===== src/matmul_defs.svh =====
`ifndef MATMUL_DEFS_SVH
`define MATMUL_DEFS_SVH

// element width
`define MM_DWIDTH 16
// memory address width and depth
`define MM_AWIDTH 7
`define MM_MEM_SIZE 128

// matrix order, also the lane count of a memory row
`define MM_SIZE 4
// diagonals of the result, 2*size-1
`define MM_DIAGS 7

// engine address to memory data
`define MM_READ_LATENCY 2
// cycles after the last feed until every cell has settled
`define MM_DRAIN_CYCLES 10

`endif


===== src/matmul_pkg.sv =====
`include "matmul_defs.svh"

package matmul_pkg;

  // one matrix element
  typedef logic [`MM_DWIDTH-1:0] data_t;
  // full width accumulator
  typedef logic [2*`MM_DWIDTH-1:0] acc_t;
  // memory address
  typedef logic [`MM_AWIDTH-1:0] addr_t;
  // one memory word, lane 0 in the low bits
  typedef logic [`MM_SIZE*`MM_DWIDTH-1:0] row_t;

  // run phases of the sequencer
  typedef enum logic [2:0] {
    SEQ_IDLE,
    SEQ_CLEAR,
    SEQ_FEED,
    SEQ_DRAIN,
    SEQ_WRITE,
    SEQ_DONE
  } seq_state_t;

endpackage


===== src/operand_skew.sv =====
`timescale 1ns/10ps
`include "matmul_defs.svh"

module operand_skew import matmul_pkg::*; (
  input  logic clk,
  input  logic reset,
  input  logic clear,
  input  logic valid,
  input  row_t row,
  output row_t lanes
);

  row_t gated;

  // zeros outside the feed window
  assign gated = valid ? row : '0;

  for (genvar i = 0; i < `MM_SIZE; i++) begin : g_lane
    if (i == 0) begin : g_direct
      // lane 0 enters the grid without delay
      assign lanes[0 +: `MM_DWIDTH] = gated[0 +: `MM_DWIDTH];
    end else begin : g_delay
      // lane i gets i register stages
      data_t stage [i];

      always_ff @(posedge clk) begin
        if (reset || clear) begin
          for (int d = 0; d < i; d++) begin
            stage[d] <= '0;
          end
        end else begin
          stage[0] <= gated[i*`MM_DWIDTH +: `MM_DWIDTH];
          for (int d = 1; d < i; d++) begin
            stage[d] <= stage[d-1];
          end
        end
      end

      assign lanes[i*`MM_DWIDTH +: `MM_DWIDTH] = stage[i-1];
    end
  end

endmodule


===== config.mk =====
export PLATFORM = sky130hd
export DESIGN_NAME = operand_skew
export DESIGN_NICKNAME = d
export VERILOG_FILES = /design/src/matmul_pkg.sv /design/src/operand_skew.sv
export VERILOG_INCLUDE_DIRS = /design/src
export SDC_FILE = /design/constraint.sdc
export NUM_CORES = 1
export LEC_CHECK = 0
export BUFFER_PORTS_ARGS = -buffer_cell sky130_fd_sc_hd__buf_4
export CORE_MARGIN = 5
export CORE_UTILIZATION = 40
export CTS_BUF_LIST = sky130_fd_sc_hd__clkbuf_4 sky130_fd_sc_hd__clkbuf_8
export DETAILED_ROUTE_END_ITERATION = 10
export PLACE_DENSITY = 0.69
export RECOVER_POWER = 25
export SLEW_MARGIN = 20
export SYNTH_ARGS = -nofsm -noshare
export SYNTH_HDL_FRONTEND = slang
export SYNTH_SLANG_ARGS = --single-unit

===== constraint.sdc =====
create_clock -name clk -period 0.8 [get_ports clk]
set_input_delay 0.12 -clock clk [delete_from_list [all_inputs] [get_ports clk]]
set_output_delay 0.12 -clock clk [all_outputs]
set_load 0.02 [all_outputs]

### Word level (Yosys, flattened, before mapping)

Memory sizes are Yosys's and may differ from the RTL's.
Cells that the tools add are included.

| word-level totals | value |
|---|---|
| bits in registers | 0 |
| memory bits (writable) | 96 |
| input bits | 68 |
| output and inout port bits | 64 |
| word-level logic and storage cells | 21 |
| memories | 3 |

| cells by class | value |
|---|---|
| mux-type cells | 11 |
| bitwise logic cells | 5 |
| reduce and logical (&&, ||, !) cells | 2 |

Memories:

| name | words | width | rd ports | clocked after Yosys merged registers in | write ports | line | source |
|---|---|---|---|---|---|---|---|
| g_lane[3].g_delay.stage | 3 | 16 | 3 | 0 | 3 | operand_skew.sv:24 | `data_t stage [i];` |
| g_lane[2].g_delay.stage | 2 | 16 | 2 | 0 | 2 | operand_skew.sv:24 |  |
| g_lane[1].g_delay.stage | 1 | 16 | 1 | 0 | 1 | operand_skew.sv:24 |  |

Operator list:

| operator | count |
|---|---|
| two-way mux 16 bit | 6 |
| two-way mux 64 bit | 1 |
| OR reduction 16 bit | 1 |
| OR 1 bit | 5 |
| two-way mux 1 bit | 4 |
| logical OR 1 bit | 1 |

### Logic depth before layout (Yosys ltp)

| depth | value |
|---|---|
| depth in word-level cells | 4 |
| mapped depth | 3 |
| mapped depth without buffers | 1 |

### Worst setup path before layout

OpenSTA, ideal clock, no wires.

| timing path | value |
|---|---|
| kind | input to output |
| start | in valid |
| end | out lanes[10] |
| arrival | 680 ps |
| data required time | 680 ps |
| slack | 0 ps |
| stages on the path | 3 |
| buffers on the path | 2 |
| cells stage by stage | buf_4 clkbuf_1 and2_1 |

| on the way | value |
|---|---|
| cells in the longest elaborated chain, start to end | 1 |

Ends and longest elaborated chain:

| item | line | source |
|---|---|---|
| start, declared | operand_skew.sv:8 | `input logic valid,` |
| two-way mux 64 bit | operand_skew.sv:16 | `assign gated = valid ? row : '0;` |
| end, declared | operand_skew.sv:10 | `output row_t lanes` |

Every way passes these cells.

==> reports/metrics.csv <==
metric;value;unit
status;finished, violations left;
failing checks;setup timing;
vias in the first global route;2232;
pre-CTS WS;-0.05567;ns
DRT Pass-1 Iters;4;
initial antenna violation count;0;
Diodes inserted;0;
crit-path cells;buf_6;
Biggest register;g_lane.g_delay.stage;
vias per cell;4.583;
Post-DRT Antenna Nets;0;
RSZ-0062 raised after global routing;true;
num rows;33;
Critical Path Fanout Max;1;
GRT Total Usage;13.62;%
Setup Fix Bufs, Post-CTS;0;
core area;0.008175;mm²
Worst-Skew Late Latency;0.34;ns
htree depth;3;
count of cell types in the netlist;10;
WL per Instance;14.39;µm
Buf+Inv Stages, Crit Path;1;
pwr dens;1951;mW/mm²
post-route minimum period;0.9141;ns
gr ovfl total;0;
syn_nets;335;
first-pass GRT wire length;10960;µm
mux cell area share after synthesis;0;%
Area after DPL;0.004188;mm²
Inst Count DP;456;
count of final max-slew check failures;0;
IO Port Bufs;131;
max incr delay on CP;0.33;ns
actual slew at the worst max-slew pin;0.3612;ns
arrival time at the worst endpoint;0.79;ns
area grow syn2layout;37.44;%
CTS tree;yes;
Nets;430;
Max Clock Skew;0.004914;ns
endpoints failing setup;48;
largest family of logic cells by synthesized area;simple AND/OR/NAND/NOR gates;
Chip Width;101.5;µm
Tot Pwr;8.989;mW
CTS Buf Count;9;
fraction of layout cells with a size suffix above 1;59.67;%
Syn Inst Count;267;
critical path class;reg2out;
max reg flops;96;
fillers;716;
adder-cell share of the synthesized area;0;%
Slowest-stage cell, CP;dfxtp_2;
Synth warnings;0;
Clock Sinks;96;
worst hold path class;in2reg;
Max rail drop VDD;0.0008762;V
Final Instance Area;0.004607;mm²
Fin. Hold Viols;0;
Die ar.;0.01031;mm²
CP Launch Type;flop;
XOR/XNOR Fraction of Synth Area;0;%
headroom to the max-slew limit;75.92;%
Clock transition at path regs;0.09;ns
vias;2163;
Post-Synth Simple-Gate Area;29.71;%
Mapped Area;0.003352;mm²
Required @ worst endpoint;0.68;ns
Finished Layout Cells;472;
final WL;6790;µm
Regs by FF count;g_lane.g_delay.stage: 96 flops;
GPL Wtd Cong;0.6869;
leakage;1.933;nW
worst setup margin;-0.1141;ns
Synth Area in Compound Gates;0;%
delay-heaviest family, CP;flip-flops;
1st-iter DRT viols;53;
Die Height;101.5;µm
CP Capture Type;output port;
largest net degree at the start of global routing;41;
setup_tns;-5.067;ns
MaxCap Viol Count;0;
post-synthesis register bit count;96;
sequential area share after synthesis;57.33;%
dpl hpwl;4728;µm
final period utilization;114.3;%
DRC viols;0;
Syn Area/Cell;12.55;µm²
fmax;1094;MHz
Top-Level Pins;132;
Initial Util;41.00;%
CTS Root Cell;clkbuf_8;
Bufs on Longest Clock Path;2;
[layer usage]
metal | share of wire, % | wire length (µm) | vias up | track usage (%)
li1 | - | - | 1083 | -
met1 | 40 | 2694 | 989 | 16.03
met2 | 50 | 3374 | 84 | 22.28
met3 | 9.3 | 629 | 7 | 4.890
met4 | 1.4 | 92 | 0 | 6.135
met5 | 0 | 0 | - | 0
[cells by family (layout without fill, tap and decap cells)]
family                 count (synthesis)  in the layout
buffers and inverters                 59            159
flip-flops                            96             96
AND/OR/NAND/NOR                      112            112
[what timing repair did]
action | in CTS | in global routing
gates resized for setup | 96 | 0
hold endpoints to repair | 1 | 0
setup endpoints to repair | 48 | 48
[power by group]
group          internal (mW)  switching [mW]  total [mW]
Sequential              4.86          0.0235        4.88
Combinational          0.502           0.384       0.886
Clock                   1.66            1.56        3.22
Total                   7.02            1.97        8.99
[Yosys cell counts]
cell type	count	area share [%]
nor3b_1	37	8.3
clkbuf_2	4	0.60
and2_1	16	3.0
clkbuf_1	2	0.22
buf_6	9	3.0
buf_2	10	1.5
buf_4	34	7.6
dfxtp_1	96	57
nor3b_2	11	4.1
nor4bb_1	48	14
[path summary, 6_finish.rpt]
check / slack, ns / from / depth (start not counted) / endpoint
hold reg to reg: 0.45 / g_lane[3].g_delay.stage[0][24]$_SDFF_PP0_ / 1 / g_lane[3].g_delay.stage[0][40]$_SDFF_PP0_
hold / removal: 0.04 / row[24] / 2 / g_lane[1].g_delay.stage[0][8]$_SDFF_PP0_
setup / recovery: -0.11 / g_lane[2].g_delay.stage[0][25]$_SDFF_PP0_ / 1 / lanes[41]
setup reg to reg: 0.16 / g_lane[3].g_delay.stage[0][16]$_SDFF_PP0_ / 1 / g_lane[3].g_delay.stage[0][32]$_SDFF_PP0_
[cells in the final DEF, fill, tap and decap left out, types with 2 or more instances in the layout]
| master | Yosys | final |
|---|---|---|
| nor3b_1 | 37 | 37 |
| buf_6 | 9 | 48 |
| buf_12 | 0 | 3 |
| and2_1 | 16 | 14 |
| buf_4 | 34 | 88 |
| and2_2 | 0 | 2 |
| dfxtp_1 | 96 | 48 |
| clkbuf_4 | 0 | 3 |
| nor3b_2 | 11 | 11 |
| clkbuf_8 | 0 | 11 |
| nor4bb_1 | 48 | 48 |
| dfxtp_2 | 0 | 48 |
[final cells by class]
type                            count  area [µm²]  share of cell area, %
Sequential cell                    96        1982                  43.02
Tap cell                          105       131.4                  2.852
Clock inverter                      4       51.30                  1.114
Timing Repair Buffer              143        1285                  27.89
Multi-Input combinational cell    112       998.5                  21.67
Clock buffer                       12       158.9                  3.449
[per-stage QoR]
stage,utilization (%),hold slack (ns)
global placement,51.22,0.3838
global route,56.35,0.007627
floorplan,-,0.2906
detailed placement,51.22,0.3841
CTS,56.73,-0.0006170
finish,56.35,0.03740
No activity file was read; power rests on OpenSTA's default activity.
