`src/matmul_defs.svh`:
```
`ifndef MATMUL_DEFS_SVH
`define MATMUL_DEFS_SVH

// element width
`define MM_DWIDTH 16
// memory address width and depth
`define MM_AWIDTH 7
`define MM_MEM_SIZE 128

// matrix order, also the lane count of a memory row
`define MM_SIZE 4
// diagonals of the result, 2*size-1
`define MM_DIAGS 7

// engine address to memory data
`define MM_READ_LATENCY 2
// cycles after the last feed until every cell has settled
`define MM_DRAIN_CYCLES 10

`endif

```
`src/matmul_pkg.sv`:
```
`include "matmul_defs.svh"

package matmul_pkg;

  // one matrix element
  typedef logic [`MM_DWIDTH-1:0] data_t;
  // full width accumulator
  typedef logic [2*`MM_DWIDTH-1:0] acc_t;
  // memory address
  typedef logic [`MM_AWIDTH-1:0] addr_t;
  // one memory word, lane 0 in the low bits
  typedef logic [`MM_SIZE*`MM_DWIDTH-1:0] row_t;

  // run phases of the sequencer
  typedef enum logic [2:0] {
    SEQ_IDLE,
    SEQ_CLEAR,
    SEQ_FEED,
    SEQ_DRAIN,
    SEQ_WRITE,
    SEQ_DONE
  } seq_state_t;

endpackage

```
`src/result_packer.sv`:
```
`timescale 1ns/10ps
`include "matmul_defs.svh"

module result_packer import matmul_pkg::*; (
  input  logic  clk,
  input  logic  reset,
  input  acc_t [`MM_SIZE*`MM_SIZE-1:0] results,
  input  addr_t diag_index,
  input  logic  diag_write,
  output addr_t c_addr,
  output row_t  c_data,
  output logic  c_we
);

  data_t sat [`MM_SIZE*`MM_SIZE];
  row_t  diag_row;

  // any bit in the upper half pins the element to all ones
  always_comb begin
    for (int k = 0; k < `MM_SIZE*`MM_SIZE; k++) begin
      if (|results[k][2*`MM_DWIDTH-1:`MM_DWIDTH]) begin
        sat[k] = '1;
      end else begin
        sat[k] = results[k][`MM_DWIDTH-1:0];
      end
    end
  end

  // lane i of diagonal k is C[i][k-i]
  always_comb begin
    int col;
    diag_row = '0;
    for (int i = 0; i < `MM_SIZE; i++) begin
      col = int'(diag_index) - i;
      // lanes off the matrix stay zero
      if (col >= 0 && col < `MM_SIZE) begin
        diag_row[i*`MM_DWIDTH +: `MM_DWIDTH] = sat[i*`MM_SIZE + col];
      end
    end
  end

  // write lands one cycle after diag_write
  always_ff @(posedge clk) begin
    if (reset) begin
      c_addr <= '0;
      c_we   <= 1'b0;
    end else begin
      c_addr <= diag_index;
      c_we   <= diag_write;
    end
  end

  always_ff @(posedge clk) begin
    c_data <= diag_row;
  end

endmodule

```
`config.mk`:
```
export PLATFORM = sky130hd
export DESIGN_NAME = result_packer
export DESIGN_NICKNAME = d
export VERILOG_FILES = /design/src/matmul_pkg.sv /design/src/result_packer.sv
export VERILOG_INCLUDE_DIRS = /design/src
export SDC_FILE = /design/constraint.sdc
export NUM_CORES = 1
export LEC_CHECK = 0
export BUFFER_PORTS_ARGS = -buffer_cell sky130_fd_sc_hd__buf_2
export CORE_AREA = 2 2 233 235
export CTS_CLUSTER_DIAMETER = 60
export DETAILED_ROUTE_END_ITERATION = 16
export DIE_AREA = 0 0 235 237
export MAX_ROUTING_LAYER = met4
export PLACE_DENSITY_LB_ADDON = 0.08
export SYNTH_ARGS = -nofsm -noshare
export SYNTH_HDL_FRONTEND = slang
export SYNTH_SLANG_ARGS = --single-unit
```
`constraint.sdc`:
```
create_clock -name clk -period 7.4 [get_ports clk]
set_clock_uncertainty 0.1 [all_clocks]
set_input_delay 1.48 -clock clk [delete_from_list [all_inputs] [get_ports clk]]
set_output_delay 1.48 -clock clk [all_outputs]
set_load 0.05 [all_outputs]
```
# Word-level counts from Yosys, hierarchy flattened
# Index checks and enable logic that the tools add are counted.
# totals
register_bits	72
latch_bits	0
ramBits	0
romBits	0
input_bits	522
output_inout_bits	72
elab_cells	76
n_memories	0
# op_classes
addsub	6
mul	0
n_div	0
magnitude_cmp	12
n_eq_ne	0
shift	0
n_mux	28
n_bitwise	4
reduce_logical	20
# op_table
cell	count
2-to-1 mux 16 bit	24
binary-select mux 16 bit (select 4 bit)	4
OR reduction 16 bit	16
>= comparator 32 x 5 -> 1 bit, second input constant	4
NOT 32 bit	3
NOT 7 -> 32 bit	1
>= comparator 8 x 1 -> 1 bit, second input constant	3
less-than comparator 8 x 4 -> 1 bit, second input constant	3
adder 5 x 8 -> 9 bit, first input constant	2
subtractor 7 x 2 -> 8 bit, second input constant	2
adder 4 x 8 -> 9 bit, first input constant	1
subtractor 7 x 1 -> 8 bit, second input constant	1
>= comparator 7 x 1 -> 1 bit, second input constant	1
less-than comparator 7 x 3 -> 1 bit, second input constant	1
logical AND 1 bit	4

# Longest topological paths before layout
# depth
ltp_word	6
mapped_depth	16

# Worst setup path before layout
# Ideal clock, no wire load.
# synth_timing
kind	input port to flip-flop
from	in diag_index[0]
to	reg c_data[22]
setup_ns	0.079
arrival_time_ns	4.625
required_time_ns	7.221
slack_ns	2.596
stages	13
n_path_buf	5
cell_sequence	inv_1 -> buf_2 -> clkbuf_1 -> buf_1 -> ha_1 -> xor2_1 -> inv_2 -> clkbuf_1 -> ha_1 -> nand4_1 -> clkbuf_1 -> a2111o_1 -> o211ai_1
# synth_via
elab_chain_len	6
# synth_rtl
item	line_no	text
from (decl)	result_packer.sv:8	input addr_t diag_index,
subtractor 7 x 1 -> 8 bit (*)	result_packer.sv:34	col = int'(diag_index) - i;
adder 4 x 8 -> 9 bit	result_packer.sv:37	diag_row[i*`MM_DWIDTH +: `MM_DWIDTH] = sat[i*`MM_SIZE + col];
NOT 32 bit	result_packer.sv:37	
binary-select mux 16 bit (select 4 bit)	result_packer.sv:37	
2-to-1 mux 16 bit (2 in a row)	result_packer.sv:37	
to (signal assigned)	result_packer.sv:54	c_data <= diag_row;
to (decl)	result_packer.sv:11	output row_t c_data,
# Every way passes the cells marked *; elsewhere a longest branch is shown, timed or not. The select of a mux whose other input is x is not followed.
# A chain may end at the register's enable or synchronous reset.

# Worst setup path after layout
# layout_timing
from	in diag_index[1]
to	reg c_data[26]
# The elaborated chain is that of the path after synthesis.

==> impl_metrics.csv <==
group,metric,value,unit
global_route,grt_max_degree,69,
timing,max_freq,177.2,MHz
power_and_ir_drop,ir_drop,0.1220,mV
synthesis,avgSynthCellArea,7.660,µm²
synthesis,yosys_warnings,0,
floorplan,initial_core_util,0.1445,
worst_setup_path,path_cells,"buf_2 -> inv_1 -> ha_2 -> xor2_2 -> buf_4 -> inv_2 -> ha_1 -> nand2b_1 -> a21oi_1 -> nand4_1 -> nor2_1 -> buf_4 -> o21ai_0 -> o211ai_1",
floorplan,fp.dieW,235,µm
synthesis,syn_area,7699,µm²
placed_design,place_area,11180,µm²
placed_design,gp_congestion,0.8742,
timing,max_slew_margin,0.07727,
finish,utilization,0.2156,
synthesis,ys_types,56,
synthesis,yosysTopAreaCellShare,0.1872,
worst_setup_path,critPathMaxStageDelay,0.82,ns
placed_design,numPortBuffers,593,
finish,drive_gt1_frac,0.4573,
worst_setup_path,worst-path-buf-inv,5,
route,antenna_left,0,
finish,fin_area,11490,µm²
global_route,met1_usage,0.2972,
clock_tree,clockBufferDepth,2,
worst_setup_path,required,7.61,ns
clock_tree,cts_made_buffers,9,
floorplan,core,53280,µm²
synthesis,postSynthCellCount,1005,
synthesis,ys_top_cells_by_area,"dfxtp_1 19%, o221ai_1 11%, nor4_1 8.7%",
clock_tree,path_clk_slew,0.08,ns
floorplan,die_h,237,µm
finish,layout_common_cells,"593 x buf_2, 123 x nor3_1, 107 x nor4_1",
clock_tree,cts_tree,"done",
global_route,grt_util_met3,0.04442,
global_route,antenna_found_initial,7,
synthesis,async_reset_ff_frac,0,
timing,slew_violations,0,
route,vias_per_cell,5.199,
route,wl,63120,µm
floorplan,io_pins,594,
route,vias,11510,
synthesis,synth_edf_count,0,
timing,fin_crit_sh,0.7626,
timing,hold_violations,0,
worst_setup_path,cpMostUsedCell,"buf_4",
global_route,grt_usage,0.2251,
timing,min_period,5.643,ns
route,routedWlPerCell,28.52,µm
synthesis,ys_ff_latch,72,
clock_tree,root_buffer,"clkbuf_16",
global_route,grt_pass1_wl,87380,µm
outcome,outcome,"completed",
worst_setup_path,arrival,5.86,ns
worst_setup_path,cp-end-kind,"flip-flop",
power_and_ir_drop,p_total,1.392,mW
route,drt_iter0_drc,979,
global_route,grt_busiest_layer,"met2",
power_and_ir_drop,power_density,121.2,nW/µm²
global_route,grt_pass1_vias,11550,
clock_tree,cts_sinks,72,
hold_path,holdPathEnd,"c_we",
worst_setup_path,critPathSlowestCell,"nand4_1",
synthesis,seq_area_frac_synth,0.1872,
timing,final-setup-viol-count,0,
timing,tns,0,ns
hold_path,hold_path.class,"in2reg",
floorplan,dieArea,55700,µm²
synthesis,synth_flop_cell,"dfxtp_1",
route,firstDrtPassIters,5,
finish,layout_commonest_cell,"buf_2",
floorplan,num_rows,85,
worst_setup_path,cp_top_family,"buffers and inverters",
timing,hold-worst-slack,1.213,ns
synthesis,syn_nets,1535,
worst_setup_path,critPathKind,"in2reg",
route,drc,0,
placed_design,dp_hpwl,52580,µm
worst_setup_path,cp-start-kind,"primary input",
timing,rsz0062_at_grt,"false",
clock_tree,cts_max_level,3,
power_and_ir_drop,power_leakage,4.433,nW
clock_tree,hold_buffers,0,
worst_setup_path,path_max_fanout,35,
flow_run,maxCapViolations,0,
hold_path,min_from,"diag_write",
finish,layout.nets,2036,
synthesis,synth_top_area_cell,"dfxtp_1",
clock_tree,cts.repair.resized,0,
global_route,grt_use_met2,0.3552,
finish,flow.area_growth_from_synthesis,49.20,%
timing,tightest_slew,1.384,ns
hold_path,hold_depth,2,
clock_tree,cts_setup_buffers,0,
global_route,overflow,0,
-- worst max-delay path by stage --
stage / to / startpoint / cells past startpoint / slack [ns]
3_3_place_gp: c_data[27] / diag_index[1] / 14 / 1.47
5_1_grt: c_data[26] / diag_index[1] / 14 / 1.42
4_1_cts: c_data[27] / diag_index[1] / 14 / 1.73
2_1_floorplan: c_data[22] / diag_index[0] / 13 / 2.60
3_5_place_dp: c_data[27] / diag_index[1] / 14 / 1.31
6_report: c_data[26] / diag_index[1] / 14 / 1.76
-- state kept, by name, indices dropped and copies added (netlist names) --
| register | cells |
|---|---|
| c_addr | 7 |
| c_data | 64 |
| c_we | 1 |
-- power by group --
part	internal (mW)	total (mW)	switching (mW)
Clock	0.238	0.471	0.233
Sequential	0.400	0.406	0.00637
Combinational	0.195	0.515	0.320
Total	0.833	1.39	0.559
-- cells by family after synthesis --
group	synth area share
xor gates and xnor gates	0.008939
and+or+nand+nor	0.2903
adders and majority gates	0.01300
buffers and inverters	0.06485
AOI/OAI and AO/OA	0.4357
DFF	0.1872
-- cell type report --
class	instances	area [µm²]
Fill cell	6124	41800
Multi-Input combinational cell	811	5784
Timing Repair Buffer	604	3050
Sequential cell	72	1441
Tap cell	696	870.8
Clock buffer	9	225.2
Clock inverter	7	68.82
Inverter	8	30.03
Antenna cell	6	15.01
-- synthesized netlist by cell type (4+ instances only) --
cell type / count
o211ai_1: 47
o21ai_1: 10
o221a_2: 34
nor2_1: 15
a31oi_1: 12
clkbuf_1: 92
inv_1: 7
a2111o_1: 16
nor4_1: 107
buf_6: 4
o22a_1: 54
nor2b_1: 4
o21ai_0: 55
o2111ai_1: 16
o22ai_1: 48
a21oi_1: 6
or3_1: 4
ha_1: 8
and4_1: 4
nand2_1: 13
a21bo_1: 10
buf_2: 9
dfxtp_1: 72
xnor2_1: 4
o221ai_1: 94
nor3_2: 8
or2_2: 7
nand3_1: 15
nand2b_1: 24
buf_1: 9
nand4_1: 27
a21bo_2: 6
and3_1: 11
nor3_1: 123
-- per-layer routing --
| metal | up-vias | share of wire |
|---|---|---|
| met2 | 537 | 0.46 |
| met3 | 50 | 0.063 |
| li1 | 5298 | - |
| met4 | 0 | 0.017 |
| met1 | 5621 | 0.46 |
| met5 | - | 0 |
-- through the flow --
| step | instances | setup slack, ns |
|---|---|---|
| 2_1_floorplan | 1005 | 2.596 |
| 3_3_place_gp | 2191 | 1.467 |
| 3_5_place_dp | 2191 | 1.315 |
| 4_1_cts | 2207 | 1.726 |
| 5_1_grt | 2213 | 1.420 |
| 6_report | 2213 | 1.757 |
Note: power is estimated with default switching activity, not from simulation.
