==> src/matmul_defs.svh <==
`ifndef MATMUL_DEFS_SVH
`define MATMUL_DEFS_SVH

// element width
`define MM_DWIDTH 16
// memory address width and depth
`define MM_AWIDTH 7
`define MM_MEM_SIZE 128

// matrix order, also the lane count of a memory row
`define MM_SIZE 4
// diagonals of the result, 2*size-1
`define MM_DIAGS 7

// engine address to memory data
`define MM_READ_LATENCY 2
// cycles after the last feed until every cell has settled
`define MM_DRAIN_CYCLES 10

`endif

==> src/matmul_pkg.sv <==
`include "matmul_defs.svh"

package matmul_pkg;

  // one matrix element
  typedef logic [`MM_DWIDTH-1:0] data_t;
  // full width accumulator
  typedef logic [2*`MM_DWIDTH-1:0] acc_t;
  // memory address
  typedef logic [`MM_AWIDTH-1:0] addr_t;
  // one memory word, lane 0 in the low bits
  typedef logic [`MM_SIZE*`MM_DWIDTH-1:0] row_t;

  // run phases of the sequencer
  typedef enum logic [2:0] {
    SEQ_IDLE,
    SEQ_CLEAR,
    SEQ_FEED,
    SEQ_DRAIN,
    SEQ_WRITE,
    SEQ_DONE
  } seq_state_t;

endpackage

==> src/step_counter.sv <==
`timescale 1ns/10ps

module step_counter #(
  parameter int WIDTH = 8
) (
  input  logic             clk,
  input  logic             reset,
  input  logic             load,
  input  logic [WIDTH-1:0] limit,
  input  logic             step,
  output logic [WIDTH-1:0] count,
  output logic             last
);

  logic [WIDTH-1:0] limit_q;

  // load restarts at zero and wins over step
  always_ff @(posedge clk) begin
    if (reset) begin
      count   <= '0;
      limit_q <= '0;
    end else if (load) begin
      count   <= '0;
      limit_q <= limit;
    end else if (step) begin
      count <= count + 1'b1;
    end
  end

  // final step of the phase
  assign last = (count == limit_q);

  // the owner has to reload on last, otherwise the count runs past
  count_in_range: assert property (
    @(posedge clk) disable iff (reset) count <= limit_q
  ) else $error("step_counter passed its limit");

endmodule

==> src/matmul_sequencer.sv <==
`timescale 1ns/10ps
`include "matmul_defs.svh"

module matmul_sequencer import matmul_pkg::*; (
  input  logic  clk,
  input  logic  reset,
  input  logic  start_mat_mul,
  output logic  done_mat_mul,
  output logic  acc_clear,
  output addr_t eng_addr,
  output logic  skew_valid,
  output addr_t diag_index,
  output logic  diag_write
);

  seq_state_t state;
  seq_state_t next_state;
  logic       cnt_load;
  logic       cnt_step;
  logic       cnt_last;
  addr_t      cnt_limit;
  addr_t      count;
  logic       feed_valid;
  logic [`MM_READ_LATENCY-1:0] valid_pipe;

  // shared phase counter, its count is the feed address or the diagonal
  step_counter #(
    .WIDTH(`MM_AWIDTH)
  ) u_step (
    .clk   (clk),
    .reset (reset),
    .load  (cnt_load),
    .limit (cnt_limit),
    .step  (cnt_step),
    .count (count),
    .last  (cnt_last)
  );

  always_comb begin
    next_state = state;
    cnt_load   = 1'b0;
    cnt_limit  = '0;
    case (state)
      SEQ_IDLE: begin
        // one cycle of accumulator clear
        if (start_mat_mul) begin
          next_state = SEQ_CLEAR;
          cnt_load   = 1'b1;
        end
      end
      SEQ_CLEAR: begin
        if (cnt_last) begin
          next_state = SEQ_FEED;
          cnt_load   = 1'b1;
          cnt_limit  = addr_t'(`MM_SIZE - 1);
        end
      end
      SEQ_FEED: begin
        if (cnt_last) begin
          next_state = SEQ_DRAIN;
          cnt_load   = 1'b1;
          cnt_limit  = addr_t'(`MM_DRAIN_CYCLES - 1);
        end
      end
      SEQ_DRAIN: begin
        if (cnt_last) begin
          next_state = SEQ_WRITE;
          cnt_load   = 1'b1;
          cnt_limit  = addr_t'(`MM_DIAGS - 1);
        end
      end
      SEQ_WRITE: begin
        // park the counter at zero for the done phase
        if (cnt_last) begin
          next_state = SEQ_DONE;
          cnt_load   = 1'b1;
        end
      end
      SEQ_DONE: begin
        next_state = SEQ_DONE;
      end
      default: begin
        next_state = SEQ_IDLE;
      end
    endcase
    // start is a level, dropping it ends the run from any phase
    if (!start_mat_mul) begin
      next_state = SEQ_IDLE;
    end
  end

  // counter advances only in the timed phases
  assign cnt_step = (state == SEQ_FEED) || (state == SEQ_DRAIN) || (state == SEQ_WRITE);

  always_ff @(posedge clk) begin
    if (reset) begin
      state        <= SEQ_IDLE;
      done_mat_mul <= 1'b0;
      valid_pipe   <= '0;
    end else begin
      state        <= next_state;
      done_mat_mul <= (next_state == SEQ_DONE);
      // valid waits out the memory read latency
      valid_pipe   <= {valid_pipe[`MM_READ_LATENCY-2:0], feed_valid};
    end
  end

  assign feed_valid = (state == SEQ_FEED);
  assign skew_valid = valid_pipe[`MM_READ_LATENCY-1];
  assign acc_clear  = (state == SEQ_CLEAR);

  // addresses parked at zero outside their phase
  assign eng_addr   = feed_valid ? count : '0;
  assign diag_write = (state == SEQ_WRITE);
  assign diag_index = diag_write ? count : '0;

  // done rises only once the last diagonal has gone out
  done_after_last_diag: assert property (
    @(posedge clk) disable iff (reset)
      $rose(done_mat_mul) |->
        $past(diag_write) && $past(diag_index) == addr_t'(`MM_DIAGS - 1)
  ) else $error("done_mat_mul rose before the last diagonal");

endmodule

==> config.mk <==
export PLATFORM = sky130hd
export DESIGN_NAME = matmul_sequencer
export DESIGN_NICKNAME = d
export VERILOG_FILES = /design/src/matmul_pkg.sv /design/src/step_counter.sv /design/src/matmul_sequencer.sv
export VERILOG_INCLUDE_DIRS = /design/src
export SDC_FILE = /design/constraint.sdc
export NUM_CORES = 1
export LEC_CHECK = 0
export BUFFER_PORTS_ARGS = -buffer_cell sky130_fd_sc_hd__buf_2
export CORE_MARGIN = 8
export CORE_UTILIZATION = 30
export DETAILED_ROUTE_END_ITERATION = 12
export PLACE_DENSITY = 0.52
export SYNTH_ARGS = -nofsm -noshare
export SYNTH_HDL_FRONTEND = slang
export SYNTH_SLANG_ARGS = --single-unit
==> constraint.sdc <==
create_clock -name clk -period 2.5 [get_ports clk]
set_clock_uncertainty 0.15 [all_clocks]
set_input_delay 0.375 -clock clk [delete_from_list [all_inputs] [get_ports clk]]
set_output_delay 0.375 -clock clk [all_outputs]
set_load 0.1 [all_outputs]
Yosys cells after proc, flatten, opt, wreduce, memory -nomap -nowiden
Index checks and enable logic that the tools add are counted.
- memory bits (read-only): 0
- logic and storage cells: 33
- register bits: 20
- RAM bits: 0
- bits in latches: 0
- bits of input ports: 3
- output and inout port bits: 18
- memories kept: 0
- equal/unequal tests: 7
- shift operators: 0
- divide/modulo/power cells: 0
- add/subtract/negate cells: 1
- $lt $le $gt $ge: 0
- muxes and demuxes: 15
- multipliers: 0
- bitwise logic cells: 0
- reductions and logical operators: 5
- operator list (cell ; count):
    2-to-1 mux 3 bit ; 6
    one-hot mux 3 bit (6 select lines) ; 1
    2-to-1 mux 7 bit ; 2
    one-hot mux 4 bit (3 select lines) ; 1
    == test 3 bit (second input constant) ; 3
    adder 7 x 1 -> 7 bit (second input constant) ; 1
    == test 7 bit ; 1
    == test 3 x 2 -> 1 bit (second input constant) ; 2
    2-to-1 mux 4 bit ; 1
    OR reduction 4 bit ; 1
    == test 3 x 1 -> 1 bit (second input constant) ; 1
    zero test 3 bit ; 1
    logical OR 1 bit ; 2
    2-to-1 mux 1 bit ; 2
    2-to-1 mux 2 bit ; 1
    one-hot mux 1 bit (2 select lines) ; 1
    OR reduction 2 bit ; 1

Depth between registers and ports, before layout
- depth in word-level cells: 5
- gate-level depth with buffers: 6
- depth with buffers taken out: 5

By module
Synthesis repeated with hierarchy kept, for this count alone.
- cells, all modules: 128
- area, all modules: 1084.8 sq um
- modules (own cells, without submodules) (module ; seq. area each (sq um) ; cells each ; instances ; area each (sq um)):
    step_counter ; 280.3 ; 65 ; 1 ; 619.3
    matmul_sequencer ; 120.1 ; 63 ; 1 ; 465.4

Least setup slack after synthesis
OpenSTA, ideal clock, no wires.
- kind: reg2out
- start point: reg state[0]
- end point: out diag_index[0]
- path slack: -0.743 ns
- path buffers: 1
- required time: 1.975 ns
- cell stages (with the launch flop): 4
- data arrival time: 2.718 ns
- cell sequence: dfxtp_1 -> nor3b_1 -> clkbuf_1 -> and2_1
- word-level cells in the longest chain between the ends: 2
- RTL lines (what ; RTL line ; text):
    from (decl) ; matmul_sequencer.sv:16 ; seq_state_t state;
    from (signal assigned) ; matmul_sequencer.sv:101 ; state <= next_state;
    == test 3 bit ; matmul_sequencer.sv:114 ; assign diag_write = (state == SEQ_WRITE);
    net diag_write ; matmul_sequencer.sv:13 ; output logic diag_write
    2-to-1 mux 7 bit ; matmul_sequencer.sv:115 ; assign diag_index = diag_write ? count : '0;
    to (decl) ; matmul_sequencer.sv:12 ; output addr_t diag_index,
The timed path passes the listed nets, and every way through them passes these cells.

Final worst setup path
- start point: reg state[2]
- end point: out acc_clear
- word-level cells in the longest chain between the ends: 1
- RTL lines (what ; RTL line ; text):
    == test 3 x 1 -> 1 bit ; matmul_sequencer.sv:110 ; assign acc_clear = (state == SEQ_CLEAR);
    to (decl) ; matmul_sequencer.sv:9 ; output logic acc_clear,
Every way passes these cells.

==> reports/metrics.csv <==
metric;value;unit
status;complete, no violations;
CP Max Fanout;13;
die area;0.00550;sq mm
Cell Area, Placed;0.00140;sq mm
sequential area share after synthesis;33.5;%
Static Leakage;0.555;nW
Startpoint Class;flop;
met1 Use GR;13.0;%
Power Total;526;uW
Netlist cell types;36;
Clock Path Buffers;2;
CTS sink cnt;17;
combinational share of power;16.8;%
initial antenna violation count;0;
RD Place Congestion;0.878;
Remaining Overflow, GRT;0;
met3 Track Usage GR;2.96;%
post-synthesis instance total;120;
largest net degree at the start of global routing;17;
MaxCap Viol Count;0;
DRC viols;0;
final setup violation count;0;
top post-synthesis cells by area;dfxtp_1, and3_1, a211oi_1;
post-CTS resize count;0;
Worst R2R End;u_step.count[1]$_SDFFE_PP0P_;
fin crit share;93.0;%
Synth Cell Area;0.00102;sq mm
Hold Crit Depth;2;
antenna cells;0;
cell family contributing the most delay on the critical path;buffers and inverters;
worst path bufs/invs;2;
Fin. Hold Viols;0;
Total GRT Usage;10.9;%
Setup TNS;0;ns
Crit path required time;1.98;ns
share of cells above drive strength 1;29.0;%
time the worst path needs with I/O delays and setup;2.33;ns
Worst-path clk slew;0.11;ns
Clock power frac;28.9;%
Pre-Repair DR Iteration Count;4;
Reg2Reg Launch Point;u_step.count[1]$_SDFFE_PP0P_;
hold_sp;reset;
RSZ-0062 raised after global routing;no;
Initial Utilization;30.9;%
GRT busiest layer;met2;
sw frac;31.0;%
internal reg-to-reg setup slack;0.41;ns
share of the synthesized area in the top cell type;33.5;%
Yosys warnings;0;
Placement Rows;21;
Net count, final;143;
Int Pwr;363;uW
# Post-CTS Setup Buffers;0;
wire length per cell;15.5;um
Placeable Area;0.00328;sq mm
CTS tree;yes;
Pwr Density;368;mW/mm^2
final WL;2850;um
worst slew pin tran;0.525;ns
met2 Track Usage GR;16.9;%
peak supply drop;0.145;mV
max-slew violation count;0;
cell count along the critical path;4;
Max Freq;0.430;GHz
Slew HR;64.8;%
Vias;1032;
syn avg cell area;8.47;sq um
Worst Hold End;valid_pipe[1]$_SDFF_PP0_;
post-synthesis register bit count;17;
post-synth top area cell;dfxtp_1;
Seq pwr share;54.3;%
num ports;21;
Die H;74.2;um
clk root buf;clkbuf_4;
Antenna Violating Nets Remaining;0;
Sw Pwr;163;uW
Clock H-tree levels;1;
port bufs;20;
CP Capture Type;output port;
Post-DP HPWL;2030;um
CP peak stage delay;0.46;ns
Final Instance Area;0.00143;sq mm
cts bufs inserted;3;
Clock Latency Late Sink;0.30;ns
vias in the first global route;964;
initial detailed-routing violation count;76;
area growth from synthesis to layout;40.4;%
CP max stage cell;dfxtp_1;
Via density;5.61;
FF-to-FF path depth;4;
syn_nets;124;
worst-path cell chain;inv_1, nand2_1, nor2_1, buf_2;
cts hold-fix bufs;0;
CP arrival;1.80;ns
first-pass GRT wire length;4690;um
worst setup path category;reg -> out;
chip width;74.2;um
worst hold path class;in -> reg;
## cell usage in the layout, fill, tap and decap left out, types with 4 or more instances in the layout
| cell | count |
|---|---|
| a211oi_1 | 9 |
| a31oi_1 | 4 |
| and2_2 | 7 |
| and3_1 | 11 |
| buf_12 | 15 |
| buf_2 | 5 |
| buf_4 | 4 |
| dfxtp_1 | 17 |
| inv_1 | 4 |
| nand2_1 | 4 |
| nor2_1 | 4 |
| o2111ai_1 | 4 |
| o31ai_1 | 5 |
| xor2_1 | 7 |
## stage by stage
step           util, %  setup slack [ns]  hold slack [ns]  std cells
2_1_floorplan        -             0.109            0.264        120
3_3_place_gp      42.6             0.503            0.279        180
3_5_place_dp      42.6             0.439            0.289        180
4_1_cts           43.4             0.174            0.161        184
5_1_grt           43.4            0.0340            0.176        184
6_report          43.4             0.174            0.168        184
## state kept, by name, summed over array words and instances, names as in the netlist
name	cells
done_mat_mul	1
state	3
u_step.count	7
u_step.limit_q	4
valid_pipe	2
## worst register-to-register path: stages (launching register included)
cell      delay (ns)
dfxtp_1         0.46
xor2_1          0.13
or4_4           0.52
o31ai_2         0.51
a221oi_1        0.18
## Yosys cell counts, drive strengths merged
cell / count
buf: 1
nor2b: 2
o2111ai: 4
nand3: 2
o311ai: 2
a221oi: 1
or2: 1
ha: 1
o31ai: 6
dfxtp: 17
o221a: 1
nor3: 2
a31o: 1
a211oi: 9
and2: 7
or3: 1
and3: 11
nand2b: 2
a31oi: 4
nor4: 1
nand4: 1
o21ai: 3
xnor2: 3
nor3b: 1
o221ai: 1
a21oi: 3
nand2: 4
o2111a: 1
clkbuf: 9
inv: 4
a41oi: 1
nor2: 4
or4: 2
xor2: 7
## cell type report
| type | count | area (sq um) |
|---|---|---|
| timing repair buffer | 24 | 355 |
| multi-input combinational | 89 | 631 |
| sequential | 17 | 340 |
| clock inverter | 1 | 5.00 |
| tap | 46 | 57.6 |
| inverter | 4 | 15.0 |
| clock buffer | 3 | 22.5 |
| fill | 313 | 1860 |
## cells by family after synthesis
group	count (synthesis)	synth area share, %
adder cells (fa/ha/maj)	1	1.23
AND/OR/NAND/NOR	41	23.5
flip-flops	17	33.5
AO/OA/AOI/OAI	37	27.8
buffers and inverters	14	5.29
XOR/XNOR	10	8.62
## worst max path at each step
stage / from / to / slack (ns)
final: state[2]$_SDFF_PP0_ / acc_clear / 0.17
after CTS: state[2]$_SDFF_PP0_ / acc_clear / 0.17
after global placement: u_step.count[1]$_SDFFE_PP0P_ / u_step.count[1]$_SDFFE_PP0P_ / 0.50
after detailed placement: u_step.count[1]$_SDFFE_PP0P_ / u_step.count[1]$_SDFFE_PP0P_ / 0.44
after floorplan: state[1]$_SDFF_PP0_ / eng_addr[0] / 0.11
after global routing: state[2]$_SDFF_PP0_ / acc_clear / 0.03
## layer usage
metal / part of all wire [%] / vias to the layer above
li1: - / 489
met3: 7.7 / 4
met5: 0 / -
met1: 43 / 492
met4: 2.0 / 0
met2: 47 / 47
## power by group through the flow
stage	sequential (mW)	combinational (mW)	clock [mW]
floorplan	0.289	0.0673	0
global placement	0.291	0.0847	0
detailed placement	0.291	0.0864	0
CTS	0.285	0.0878	0.153
global route	0.286	0.0967	0.161
finish	0.285	0.0883	0.152
Note: power is estimated with default switching activity, not from simulation.
